[config.mk]
export PLATFORM = sky130hd
export DESIGN_NAME = hps_io_core
export DESIGN_NICKNAME = d
export VERILOG_FILES = /design/src/hw/hps_pkg.sv /design/src/hw/hps_io_core.sv /design/src/hw/status_readback.sv /design/src/hw/file_loader.sv /design/src/hw/ps2_key_decode.sv /design/src/hw/word_assembler.sv /design/src/hw/cmd_decode.sv
export SDC_FILE = /design/constraint.sdc
export NUM_CORES = 1
export LEC_CHECK = 0
export BUFFER_PORTS_ARGS = -buffer_cell sky130_fd_sc_hd__buf_2
export CAP_MARGIN = 20
export CORE_MARGIN = 1
export CORE_UTILIZATION = 32
export CTS_CLUSTER_DIAMETER = 60
export DETAILED_ROUTE_END_ITERATION = 8
export SLEW_MARGIN = 5
export SYNTH_ARGS = -nofsm -noshare
export SYNTH_HDL_FRONTEND = slang
export SYNTH_SLANG_ARGS = --single-unit
export TNS_END_PERCENT = 100
[constraint.sdc]
create_clock -name clk_sys -period 8.1 [get_ports clk_sys]
set_input_delay 1.62 -clock clk_sys [delete_from_list [all_inputs] [get_ports clk_sys]]
set_output_delay 1.62 -clock clk_sys [all_outputs]
set_load 0.01 [all_outputs]
[src/hw/hps_pkg.sv]
// shared types for the host command-port bridge
// the host sends 16-bit words, framed by io_enable (command) or fp_enable (file)
// only the command codes listed in cmd_t are acted on, all others are ignored
package hps_pkg;

	// word index width, saturates at 15
	localparam int IDX_W = 4;

	typedef logic [15:0] word_t;

	////////////////////
	// command codes
	////////////////////
	typedef enum logic [15:0] {
		CMD_JOY0       = 16'h0002,
		CMD_JOY1       = 16'h0003,
		CMD_KBD        = 16'h0005,
		CMD_STATUS     = 16'h001E,
		CMD_STATUS_REQ = 16'h0029,
		CMD_FILE_TX    = 16'h0053,
		CMD_FILE_DAT   = 16'h0054,
		CMD_FILE_INDEX = 16'h0055
	} cmd_t;

	////////////////////
	// bus structs
	////////////////////
	typedef struct packed {
		logic  io_enable;
		logic  fp_enable;
		logic  strobe;
		word_t din;
	} host_bus_s;

	// one framed word, idx 0 is the command word itself
	typedef struct packed {
		logic             valid;
		logic             file_frame;
		cmd_t             cmd;
		logic [IDX_W-1:0] idx;
		word_t            data;
	} cmd_item_s;

	typedef struct packed {
		logic valid;
		logic file_frame;
		cmd_t cmd;
	} frame_end_s;

	typedef logic [31:0]  joy_t;
	typedef logic [127:0] status_t;

	// toggle flips once per key event
	typedef struct packed {
		logic       toggle;
		logic       pressed;
		logic       extended;
		logic [7:0] code;
	} ps2_key_s;

endpackage
[src/hw/hps_io_core.sv]
// command-port core of the host I/O bridge
// strobe to any register output takes 2 cycles, frame drop to ps2_key 2 cycles
// no back-pressure: the host keeps at least 3 idle cycles between strobes
// DATA_W selects 8- or 16-bit download data
module hps_io_core #(
	parameter int DATA_W = 8
) (
	input  logic               clk_sys,
	input  logic               arst_n,
	input  hps_pkg::host_bus_s host,
	output hps_pkg::word_t     host_dout,
	output hps_pkg::joy_t      joystick_0,
	output hps_pkg::joy_t      joystick_1,
	output hps_pkg::status_t   status,
	input  hps_pkg::status_t   status_in,
	input  logic               status_set,
	output hps_pkg::ps2_key_s  ps2_key,
	output logic               ioctl_download,
	output hps_pkg::word_t     ioctl_index,
	output logic               ioctl_wr,
	output logic [26:0]        ioctl_addr,
	output logic [DATA_W-1:0]  ioctl_dout
);

	hps_pkg::cmd_item_s  item;
	hps_pkg::frame_end_s frame_end;

	////////////////////
	// decode
	////////////////////
	cmd_decode cmd_decode_i (
		.clk_sys   (clk_sys),
		.arst_n    (arst_n),
		.host      (host),
		.item      (item),
		.frame_end (frame_end)
	);

	////////////////////
	// execute
	////////////////////
	word_assembler #(.payload_t(hps_pkg::joy_t), .CMD(hps_pkg::CMD_JOY0)) joy0_asm_i (
		.clk_sys (clk_sys),
		.arst_n  (arst_n),
		.item    (item),
		.value   (joystick_0)
	);

	word_assembler #(.payload_t(hps_pkg::joy_t), .CMD(hps_pkg::CMD_JOY1)) joy1_asm_i (
		.clk_sys (clk_sys),
		.arst_n  (arst_n),
		.item    (item),
		.value   (joystick_1)
	);

	// 128-bit status, eight data words
	word_assembler #(.payload_t(hps_pkg::status_t), .CMD(hps_pkg::CMD_STATUS)) status_asm_i (
		.clk_sys (clk_sys),
		.arst_n  (arst_n),
		.item    (item),
		.value   (status)
	);

	ps2_key_decode ps2_key_decode_i (
		.clk_sys   (clk_sys),
		.arst_n    (arst_n),
		.item      (item),
		.frame_end (frame_end),
		.ps2_key   (ps2_key)
	);

	file_loader #(.DATA_W(DATA_W)) file_loader_i (
		.clk_sys        (clk_sys),
		.arst_n         (arst_n),
		.item           (item),
		.ioctl_download (ioctl_download),
		.ioctl_index    (ioctl_index),
		.ioctl_wr       (ioctl_wr),
		.ioctl_addr     (ioctl_addr),
		.ioctl_dout     (ioctl_dout)
	);

	////////////////////
	// result to host
	////////////////////
	status_readback status_readback_i (
		.clk_sys    (clk_sys),
		.arst_n     (arst_n),
		.item       (item),
		.status_set (status_set),
		.status_in  (status_in),
		.host_dout  (host_dout)
	);

endmodule

[src/hw/status_readback.sv]
// status change request from the core, read back by the host with 0x29
// a rising status_set snapshots status_in and bumps a 4-bit request count
// 0x29 word 0 returns {4'hA, count}, words 1..8 the snapshot, low slice first
// host_dout holds between strobes of a 0x29 frame and is zero otherwise
module status_readback (
	input  logic               clk_sys,
	input  logic               arst_n,
	input  hps_pkg::cmd_item_s item,
	input  logic               status_set,
	input  hps_pkg::status_t   status_in,
	output hps_pkg::word_t     host_dout
);

	logic             set_q;
	logic             set_rise;
	logic [3:0]       req_cnt;
	hps_pkg::status_t req_status;
	logic             req_frame;

	assign set_rise  = status_set & ~set_q;
	assign req_frame = ~item.file_frame & (item.cmd == hps_pkg::CMD_STATUS_REQ);

	always_ff @(posedge clk_sys) begin
		if (set_rise)
			req_status <= status_in;
	end

	always_ff @(posedge clk_sys or negedge arst_n) begin
		if (!arst_n) begin
			set_q     <= 1'b0;
			req_cnt   <= '0;
			host_dout <= '0;
		end else begin
			set_q <= status_set;
			if (set_rise)
				req_cnt <= req_cnt + 1'b1;

			// item fields drop to zero when the frame closes
			if (!req_frame) begin
				host_dout <= '0;
			end else if (item.valid) begin
				if (item.idx == '0)
					host_dout <= {4'hA, 8'h00, req_cnt};
				else if (item.idx <= 4'd8)
					host_dout <= req_status[16 * (int'(item.idx) - 1) +: 16];
				else
					host_dout <= '0;
			end
		end
	end

endmodule

[src/hw/file_loader.sv]
// host-to-core file download over file frames
// 0x55 word 1 is the file index, 0x53 word 1 nonzero starts and zero stops,
// 0x53 words 2/3 give the start address (27 bits), 0x54 words carry data
// DATA_W is 8 or 16; the address advances by DATA_W/8 per write
// ioctl_addr and ioctl_dout are only meaningful while ioctl_wr is high
module file_loader #(
	parameter int DATA_W = 8
) (
	input  logic               clk_sys,
	input  logic               arst_n,
	input  hps_pkg::cmd_item_s item,
	output logic               ioctl_download,
	output hps_pkg::word_t     ioctl_index,
	output logic               ioctl_wr,
	output logic [26:0]        ioctl_addr,
	output logic [DATA_W-1:0]  ioctl_dout
);

	localparam logic [26:0] ADDR_STEP = 27'(DATA_W / 8);

	logic [26:0] addr;
	logic        file_item;
	logic        tx_item;
	logic        dat_wr;

	assign file_item = item.valid & item.file_frame;
	assign tx_item   = file_item & (item.cmd == hps_pkg::CMD_FILE_TX);

	// data word accepted only inside an active download
	assign dat_wr = file_item & (item.cmd == hps_pkg::CMD_FILE_DAT) &
		(item.idx != '0) & ioctl_download;

	////////////////////
	// download control
	////////////////////
	always_ff @(posedge clk_sys or negedge arst_n) begin
		if (!arst_n) begin
			ioctl_download <= 1'b0;
			ioctl_wr       <= 1'b0;
			addr           <= '0;
		end else begin
			ioctl_wr <= dat_wr;
			if (dat_wr)
				addr <= addr + ADDR_STEP;

			if (tx_item) begin
				case (item.idx)
					4'd1: begin
						if (item.data != '0) begin
							ioctl_download <= 1'b1;
							addr           <= '0;
						end else begin
							ioctl_download <= 1'b0;
						end
					end
					4'd2: addr[15:0] <= item.data;
					4'd3: addr[26:16] <= item.data[10:0];
					default: ;
				endcase
			end
		end
	end

	////////////////////
	// write data and index
	////////////////////
	always_ff @(posedge clk_sys) begin
		if (dat_wr) begin
			ioctl_addr <= addr;
			ioctl_dout <= item.data[DATA_W-1:0];
		end
		if (file_item && item.cmd == hps_pkg::CMD_FILE_INDEX && item.idx == 4'd1)
			ioctl_index <= item.data;
	end

endmodule

[src/hw/ps2_key_decode.sv]
// builds a key event from the scan bytes of a keyboard (0x05) frame
// the event is issued one cycle after frame_end; toggle flips per event
// a data word with high byte FF marks the whole frame as skipped
// only the last four scan bytes of a frame are kept
module ps2_key_decode (
	input  logic                clk_sys,
	input  logic                arst_n,
	input  hps_pkg::cmd_item_s  item,
	input  hps_pkg::frame_end_s frame_end,
	output hps_pkg::ps2_key_s   ps2_key
);

	logic [31:0] raw;
	logic        skip;
	logic        kbd_item;
	logic        kbd_end;
	logic        pressed;
	logic        extended;

	assign kbd_item = item.valid & ~item.file_frame & (item.cmd == hps_pkg::CMD_KBD);
	assign kbd_end  = frame_end.valid & ~frame_end.file_frame &
		(frame_end.cmd == hps_pkg::CMD_KBD);

	// F0 as second-newest byte means release
	assign pressed  = (raw[15:8] != 8'hF0);
	assign extended = pressed ? (raw[15:8] == 8'hE0) : (raw[23:16] == 8'hE0);

	always_ff @(posedge clk_sys or negedge arst_n) begin
		if (!arst_n) begin
			raw     <= '0;
			skip    <= 1'b0;
			ps2_key <= '0;
		end else begin
			////////////////////
			// byte collection
			////////////////////
			if (kbd_item) begin
				if (item.idx == '0) begin
					raw  <= '0;
					skip <= 1'b0;
				end else if (&item.data[15:8]) begin
					skip <= 1'b1;
				end else if (!skip) begin
					raw <= {raw[23:0], item.data[7:0]};
				end
			end

			////////////////////
			// event at frame close
			////////////////////
			if (kbd_end && !skip) begin
				ps2_key.toggle <= ~ps2_key.toggle;
				case (raw)
					// print screen release
					32'h7CE0F012: {ps2_key.pressed, ps2_key.extended, ps2_key.code} <= 10'h17C;
					// pause, press only
					32'hF014F077: {ps2_key.pressed, ps2_key.extended, ps2_key.code} <= 10'h277;
					default: begin
						ps2_key.pressed  <= pressed;
						ps2_key.extended <= extended;
						ps2_key.code     <= raw[7:0];
					end
				endcase
			end
		end
	end

endmodule

[src/hw/word_assembler.sv]
// collects the data words of one command into a payload register
// data word n lands in 16-bit slice n-1; words beyond the payload are dropped
// payload_t must be a packed type whose width is a multiple of 16
module word_assembler #(
	parameter type           payload_t = hps_pkg::joy_t,
	parameter hps_pkg::cmd_t CMD       = hps_pkg::CMD_JOY0
) (
	input  logic               clk_sys,
	input  logic               arst_n,
	input  hps_pkg::cmd_item_s item,
	output payload_t           value
);

	localparam int PAYLOAD_W = $bits(payload_t);
	localparam int N_SLICES  = PAYLOAD_W / 16;

	logic [PAYLOAD_W-1:0] value_q;
	logic                 hit;

	// command frames only, and never the command word
	assign hit = item.valid & ~item.file_frame & (item.cmd == CMD) &
		(item.idx != '0) & (int'(item.idx) <= N_SLICES);

	always_ff @(posedge clk_sys or negedge arst_n) begin
		if (!arst_n)
			value_q <= '0;
		else if (hit)
			value_q[16 * (int'(item.idx) - 1) +: 16] <= item.data;
	end

	assign value = payload_t'(value_q);

endmodule

[src/hw/cmd_decode.sv]
// splits host traffic into tagged items, one per strobe, one cycle later
// outside a strobe cycle the item keeps the fields of the last word of the open
// frame with valid low, and the whole item is zero while no frame is open
// frames must not overlap; an empty frame produces no frame_end pulse
module cmd_decode (
	input  logic                clk_sys,
	input  logic                arst_n,
	input  hps_pkg::host_bus_s  host,
	output hps_pkg::cmd_item_s  item,
	output hps_pkg::frame_end_s frame_end
);

	logic                      active;
	logic                      active_q;
	logic                      file_q;
	hps_pkg::cmd_t             cmd_q;
	logic [hps_pkg::IDX_W-1:0] idx_q;

	assign active = host.io_enable | host.fp_enable;

	always_ff @(posedge clk_sys or negedge arst_n) begin
		if (!arst_n) begin
			active_q  <= 1'b0;
			file_q    <= 1'b0;
			cmd_q     <= hps_pkg::cmd_t'(16'h0000);
			idx_q     <= '0;
			item      <= '0;
			frame_end <= '0;
		end else begin
			active_q <= active;

			// close pulse only for frames that carried a command word
			frame_end.valid      <= active_q & ~active & (idx_q != '0);
			frame_end.file_frame <= file_q;
			frame_end.cmd        <= cmd_q;

			item.valid <= 1'b0;
			if (!active) begin
				idx_q <= '0;
				item  <= '0;
			end else if (host.strobe) begin
				item.valid      <= 1'b1;
				item.file_frame <= host.fp_enable;
				item.idx        <= idx_q;
				item.data       <= host.din;
				if (idx_q == '0) begin
					cmd_q    <= hps_pkg::cmd_t'(host.din);
					item.cmd <= hps_pkg::cmd_t'(host.din);
					file_q   <= host.fp_enable;
				end else begin
					item.cmd <= cmd_q;
				end
				// saturating word count
				if (idx_q != '1)
					idx_q <= idx_q + 1'b1;
			end
		end
	end

endmodule

; Word-level counts from Yosys, hierarchy flattened
; Index checks and enable logic that the tools add are counted.
[totals]
elab_cells = 138
output_inout_bits = 272
register_bits = 543
[classes]
n_eq_ne = 23
n_mux = 26
n_lt_le_gt_ge = 3
addsub = 5
shift = 5
reduce_logical = 17
bitwise = 28
[ops]
columns = cell, count
row1 = bitwise mux 128 bit, 1
row2 = variable shift 16 x 33 -> 128 bit (first input constant), 1
row3 = indexed part select 128 x 32 -> 16 bit, 1
row4 = indexed part select 16 x 33 -> 128 bit, 1
row5 = 2-to-1 mux 32 bit, 3
row6 = 2-to-1 mux 27 bit, 3
row7 = 2-to-1 mux 16 bit, 5
row8 = 2-to-1 mux 38 bit, 2
row9 = bitwise mux 32 bit, 2
row10 = equality test 16 x 7 -> 1 bit (second input constant), 3
row11 = negator 32 -> 33 bit, 1
row12 = variable shift 16 x 33 -> 32 bit (first input constant), 1
row13 = indexed part select 16 x 33 -> 32 bit, 1
row14 = equality test 16 x 2 -> 1 bit (second input constant), 2
row15 = equality test 16 x 3 -> 1 bit (second input constant), 2
row16 = equality test 32 x 31 -> 1 bit (second input constant), 1
row17 = equality test 32 bit (second input constant), 1
row18 = case mux 16 bit (2 select lines), 1
row19 = adder 27 x 1 -> 27 bit (second input constant), 1
row20 = bitwise AND 1 bit, 22
row21 = case mux 11 bit (2 select lines), 1
row22 = case mux 10 bit (2 select lines), 1
row23 = equality test 16 x 5 -> 1 bit (second input constant), 1
row24 = equality test 16 x 6 -> 1 bit (second input constant), 1
row25 = 24 further kinds, 48

; Longest topological paths before layout
[logic_depth]
depth_word = 8
mapped_depth = 16
ltp_nobuf = 12

; Cells and area by module
; From an unflattened synthesis, not the netlist that was laid out.
[unflattened]
hier_cells = 1586
hier_area_um2 = 23236.0
[by_module_without_submodules]
columns = module, seq_area_each_um2, instances, area_each_um2, cells_per_inst
row1 = status_readback, 4369.2, 1, 5890.6, 304
row2 = word_assembler (status_asm_i), 3203.1, 1, 5567.8, 375
row3 = file_loader, 2257.2, 1, 3458.3, 261
row4 = cmd_decode, 1951.9, 1, 2986.6, 243
row5 = ps2_key_decode, 1101.1, 1, 1950.6, 150
row6 = word_assembler (joy0_asm_i), 800.8, 1, 1705.4, 116
row7 = word_assembler (joy1_asm_i), 800.8, 1, 1676.6, 137

; Worst setup path before layout
; Ideal clock, no wire load.
[synth_path]
path_type = input -> register
startpoint = in status_set
endpoint = reg status_readback_i.req_cnt[3]
n_path_buf = 1
slack_ns = 2.007
t_arrival_ns = 5.957
required_time_ns = 7.964
cell_stages = 4
cell_sequence = nor2b_1 clkbuf_1 nand4_1 xnor2_1
[synth_between]
elab_chain_len = 1
[synth_lines]
columns = item, line
row1 = "start, declared", hps_io_core.sv:16  ; input logic status_set,
row2 = bitwise AND 1 bit, status_readback.sv:20  ; assign set_rise = status_set & ~set_q;
row3 = via status_readback_i.set_rise, status_readback.sv:15  ; logic set_rise;
row4 = "end signal, assigned", status_readback.sv:36  ; req_cnt <= req_cnt + 1'b1;
row5 = "end, declared", status_readback.sv:16  ; logic [3:0] req_cnt;
; The timed path passes the listed nets, and every way through them passes these cells.
; A chain may end at the register's enable or synchronous reset.

; Worst setup path in the final report
[layout_path]
startpoint = reg cmd_decode_i.item[17] (netlist name)
endpoint = reg status_asm_i.value_q[18], in the netlist status_asm_i.value[18]
[layout_between]
elab_chain_len = 4
[layout_lines]
columns = item, line
row1 = subtractor 4 x 1 -> 5 bit, word_assembler.sv:28  ; value_q[16 * (int'(item.idx) - 1) +: 16] <= item.data;
row2 = negator 32 -> 33 bit, word_assembler.sv:28
row3 = indexed part select 16 x 33 -> 128 bit or variable shift 16 x 33 -> 128 bit (tied branches), word_assembler.sv:28
row4 = bitwise mux 128 bit, word_assembler.sv:28
row5 = "end signal, assigned by index", word_assembler.sv:28
row6 = "end, declared", word_assembler.sv:17  ; logic [PAYLOAD_W-1:0] value_q;
; Several ways; a longest one is shown, not always the timed one.

==> results by group <==
Status
  • Status: finished clean

Global route
  • Global-route wire length before repair: 91.3 mm
  • M3 GR Usage: 0.0457
  • Initial antenna violation count: 8
  • Largest net degree at the start of global routing: 134
  • GRT Util Overall: 0.174
  • M1 GR Usage: 0.219
  • Gr busiest metal: met2
  • GR Overflow Total: 0
  • Vias in the first global route: 14600
  • GRT met2 Usage: 0.290

Synthesis
  • Sequential-to-total area share from yosys stat: 0.662
  • Synth Area in Compound Gates: 0.0549
  • Cell variety after synth: 68
  • Syn_nets: 1657
  • Synthesis-stage register bit count: 543
  • Post-Synth XOR/XNOR Area: 0.0173
  • Mapped Area: 21900 um^2
  • Post-synth EDFFs: 179
  • Syn Area/Cell: 14.7 um^2
  • Simple-Gate Fraction of Synth Area: 0.0907
  • Post-synthesis adder-cell area fraction: 0.00915
  • Main flop type after synthesis: dfrtp_1
  • Largest family of logic cells by synthesized area: multiplexers
  • Yosys warns: 0
  • Async SR Flop Fraction: 0.670
  • Multiplexer share of the synthesized area: 0.141
  • Gate Count Post-Synth: 1491

Hold path
  • Min-Delay Path Class: reg -> reg
  • Worst Hold Launch: cmd_decode_i.cmd_q[14]$_DFFE_PN0P_

Cells and area
  • Fill cells: 6201
  • Area of the multi-input gates: 6910 um^2
  • FF+latch area: 14500 um^2
  • Area growth, synth to finish: 24.4%
  • Highest-count cells in the layout ignoring fill and taps: buf_2 (421), dfrtp_1 (363), edfxtp_1 (179)
  • Final #Nets: 2087
  • Commonest non-fill, non-tap cell in the layout: buf_2
  • Ratio of cells with drive above 1 in the final layout: 0.397

Critical path
  • Worst EP required: 8.56 ns
  • Arr. time, crit path: 5.49 ns
  • Critical path type: reg -> reg
  • Startpoint Class: flop
  • Largest fanout on the critical path: 24
  • Reg2reg start: cmd_decode_i.item[17]$_DFFE_PN0P_
  • CP startpoint: cmd_decode_i.item[17]$_DFFE_PN0P_
  • CP Capture Type: flop

Floorplanning
  • Die W: 264 um
  • Die Span Y: 264 um
  • Die area: 69400 um^2
  • Total core area: 67400 um^2
  • Ports: 422
  • Initial Util: 0.325
  • Row count: 95

Run
  • Max-cap violations: 0

Routing
  • DR vias/cell: 4.93
  • Router iterations before antenna repair: 5
  • DRC viols: 0
  • Per-cell routed wire length: 21.3 um
  • Remaining antenna violation count: 0
  • Routed WL: 60.8 mm
  • Detailed-route via count: 14100
  • Initial DRC count: 948

STA
  • RSZ-0062 raised after global routing: false
  • Fin. Hold Viols: 0
  • Measured slew at the worst slew-check pin: 1.10 ns
  • Final critical-path share of the clock period: 0.621
  • Final setup vio count: 0
  • Final Skew: 0.0369 ns
  • Slew HR: 0.265
  • Achievable frequency: 199 MHz
  • Pins over their slew limit: 0
  • Final setup TNS: 0 ns
  • Crit path time final: 5.03 ns

Clock network
  • CTS tree: done
  • TritonCTS buffer count: 68
  • Hold-fix buffers at CTS: 0
  • # resized after CTS: 0
  • H-tree levels: 3
  • Clock sinks: 543
  • Setup Buffers After CTS: 0
  • Reg clk slew, reported paths: 0.05 ns
  • Root buffer cell: clkbuf_16
  • Max clock buf depth: 3
  • Clk_lat worst skew: 0.61 ns

Pwr
  • Pwr Density: 258 nW/um^2
  • Leakage: 12.7 nW
  • Peak supply drop: 0.000180 V
  • Design Power: 0.00701 W

Placement
  • PortBufs: 421
  • DP Wirelength: 41.5 mm
  • Routability cong.: 0.816
==> area by class of cell <==
cell class / instances / share of cell area
multi-input cells: 826 / 0.254
clock inverters: 40 / 0.0143
repair buffers: 451 / 0.0876
diodes: 2 / 0.000184
well taps: 873 / 0.0401
flip-flops and latches: 543 / 0.532
inverters: 31 / 0.00427
clock buffers: 85 / 0.0679
==> metal layers <==
metal  up-vias  wire, um  part of all wire
li1       6332         -                 -
met1      7143     25300              0.42
met2       461     30100              0.49
met3       106      3770             0.062
met4        10      1640             0.027
met5         -        60           0.00099
==> cells in the mapped netlist, types with 5 or more instances <==
| cell type | number | share of area |
|---|---|---|
| dfrtp_1 | 364 | 0.42 |
| edfxtp_1 | 179 | 0.25 |
| mux2_2 | 147 | 0.076 |
| nand2_1 | 91 | 0.016 |
| nor2_1 | 82 | 0.014 |
| clkbuf_1 | 59 | 0.010 |
| mux2i_1 | 54 | 0.025 |
| o21ai_0 | 47 | 0.011 |
| a22o_1 | 34 | 0.014 |
| mux4_2 | 32 | 0.033 |
| inv_1 | 31 | 0.0053 |
| a211oi_1 | 22 | 0.0075 |
| nand3_1 | 22 | 0.0050 |
| nor2b_1 | 22 | 0.0063 |
| a21oi_1 | 21 | 0.0048 |
| xor2_1 | 19 | 0.0076 |
| nand4_1 | 18 | 0.0051 |
| a21o_1 | 16 | 0.0055 |
| buf_2 | 16 | 0.0037 |
| ha_1 | 16 | 0.0091 |
| nor3_1 | 16 | 0.0037 |
| nor3_2 | 16 | 0.0073 |
| xnor2_1 | 16 | 0.0064 |
| mux2_1 | 15 | 0.0077 |
| a22oi_1 | 14 | 0.0048 |
| and3_1 | 14 | 0.0040 |
| nor4_1 | 11 | 0.0031 |
| and2_1 | 8 | 0.0023 |
| buf_6 | 8 | 0.0041 |
| buf_1 | 5 | 0.00086 |
| nor3b_1 | 5 | 0.0017 |
| o21ai_1 | 5 | 0.0011 |
| o22a_1 | 5 | 0.0020 |
==> where the power goes <==
part	total, W	internal, W	switching, W	leakage, nW
Combinational	0.000892	0.000352	0.000540	4.89
Clock	0.00298	0.00175	0.00123	1.10
Sequential	0.00314	0.00301	0.000137	6.67
Total	0.00701	0.00511	0.00190	12.7
==> worst paths after layout <==
kind | slack [ns] | to | cells past startpoint
max | 3.07 | status_asm_i.value[18]$_DFFE_PN0P_ | 11
min reg2reg | 0.37 | cmd_decode_i.frame_end[14]$_DFF_PN0_ | 0
min in group asynchronous | 1.01 | file_loader_i.addr[20]$_DFF_PN0_ | 1
max in group asynchronous | 5.60 | cmd_decode_i.item[16]$_DFFE_PN0P_ | 2
max reg2reg | 3.07 | status_asm_i.value[18]$_DFFE_PN0P_ | 11
min | 0.37 | cmd_decode_i.frame_end[14]$_DFF_PN0_ | 0
==> cells by family after synthesis <==
family | count (synthesis)
buf+inv | 122
compound gates | 172
mux | 248
simple gates | 352
flops | 543
fa+ha+maj | 16
xor+xnor | 38
==> per-stage QoR <==
step                setup WS (ns)  cell area, um^2  utilization  std cells  hold WS [ns]
finish                       3.07            27200        0.404       2851         0.368
global route                 2.73            27200        0.404       2850         0.399
CTS                          2.95            27200        0.403       2847         0.375
detailed placement           2.98            24900        0.370       2722         0.381
global placement             3.13            24900        0.370       2721         0.366
floorplan                    2.01            21900            -       1491         0.354
==> flip-flops by register name (all words and copies together) (netlist names) <==
name                          count
status_readback_i.req_cnt         4
joy1_asm_i.value                 32
file_loader_i.ioctl_dout          8
status_asm_i.value              128
joy0_asm_i.value                 32
status_readback_i.host_dout      16
file_loader_i.addr               27
cmd_decode_i.cmd_q               16
file_loader_i.ioctl_index        16
cmd_decode_i.active_q             1
cmd_decode_i.idx_q                4
file_loader_i.ioctl_wr            1
ps2_key_decode_i.skip             1
file_loader_i.ioctl_download      1
status_readback_i.req_status    128
cmd_decode_i.item                38
ps2_key_decode_i.ps2_key         11
file_loader_i.ioctl_addr         27
status_readback_i.set_q           1
ps2_key_decode_i.raw             32
cmd_decode_i.frame_end           18
cmd_decode_i.file_q               1
==> worst max-delay path, cell delays in order (launching register included) <==
cell	delay [ns]
dfrtp_1	0.50
inv_1	0.16
ha_1	0.32
xnor2_4	0.82
nand4_1	0.17
ha_1	0.36
nor3b_1	0.21
nand4_1	0.23
a2111oi_4	0.53
nor3b_2	0.31
nor2b_2	0.84
mux2_2	0.42
(Power assumes the default switching activity.)
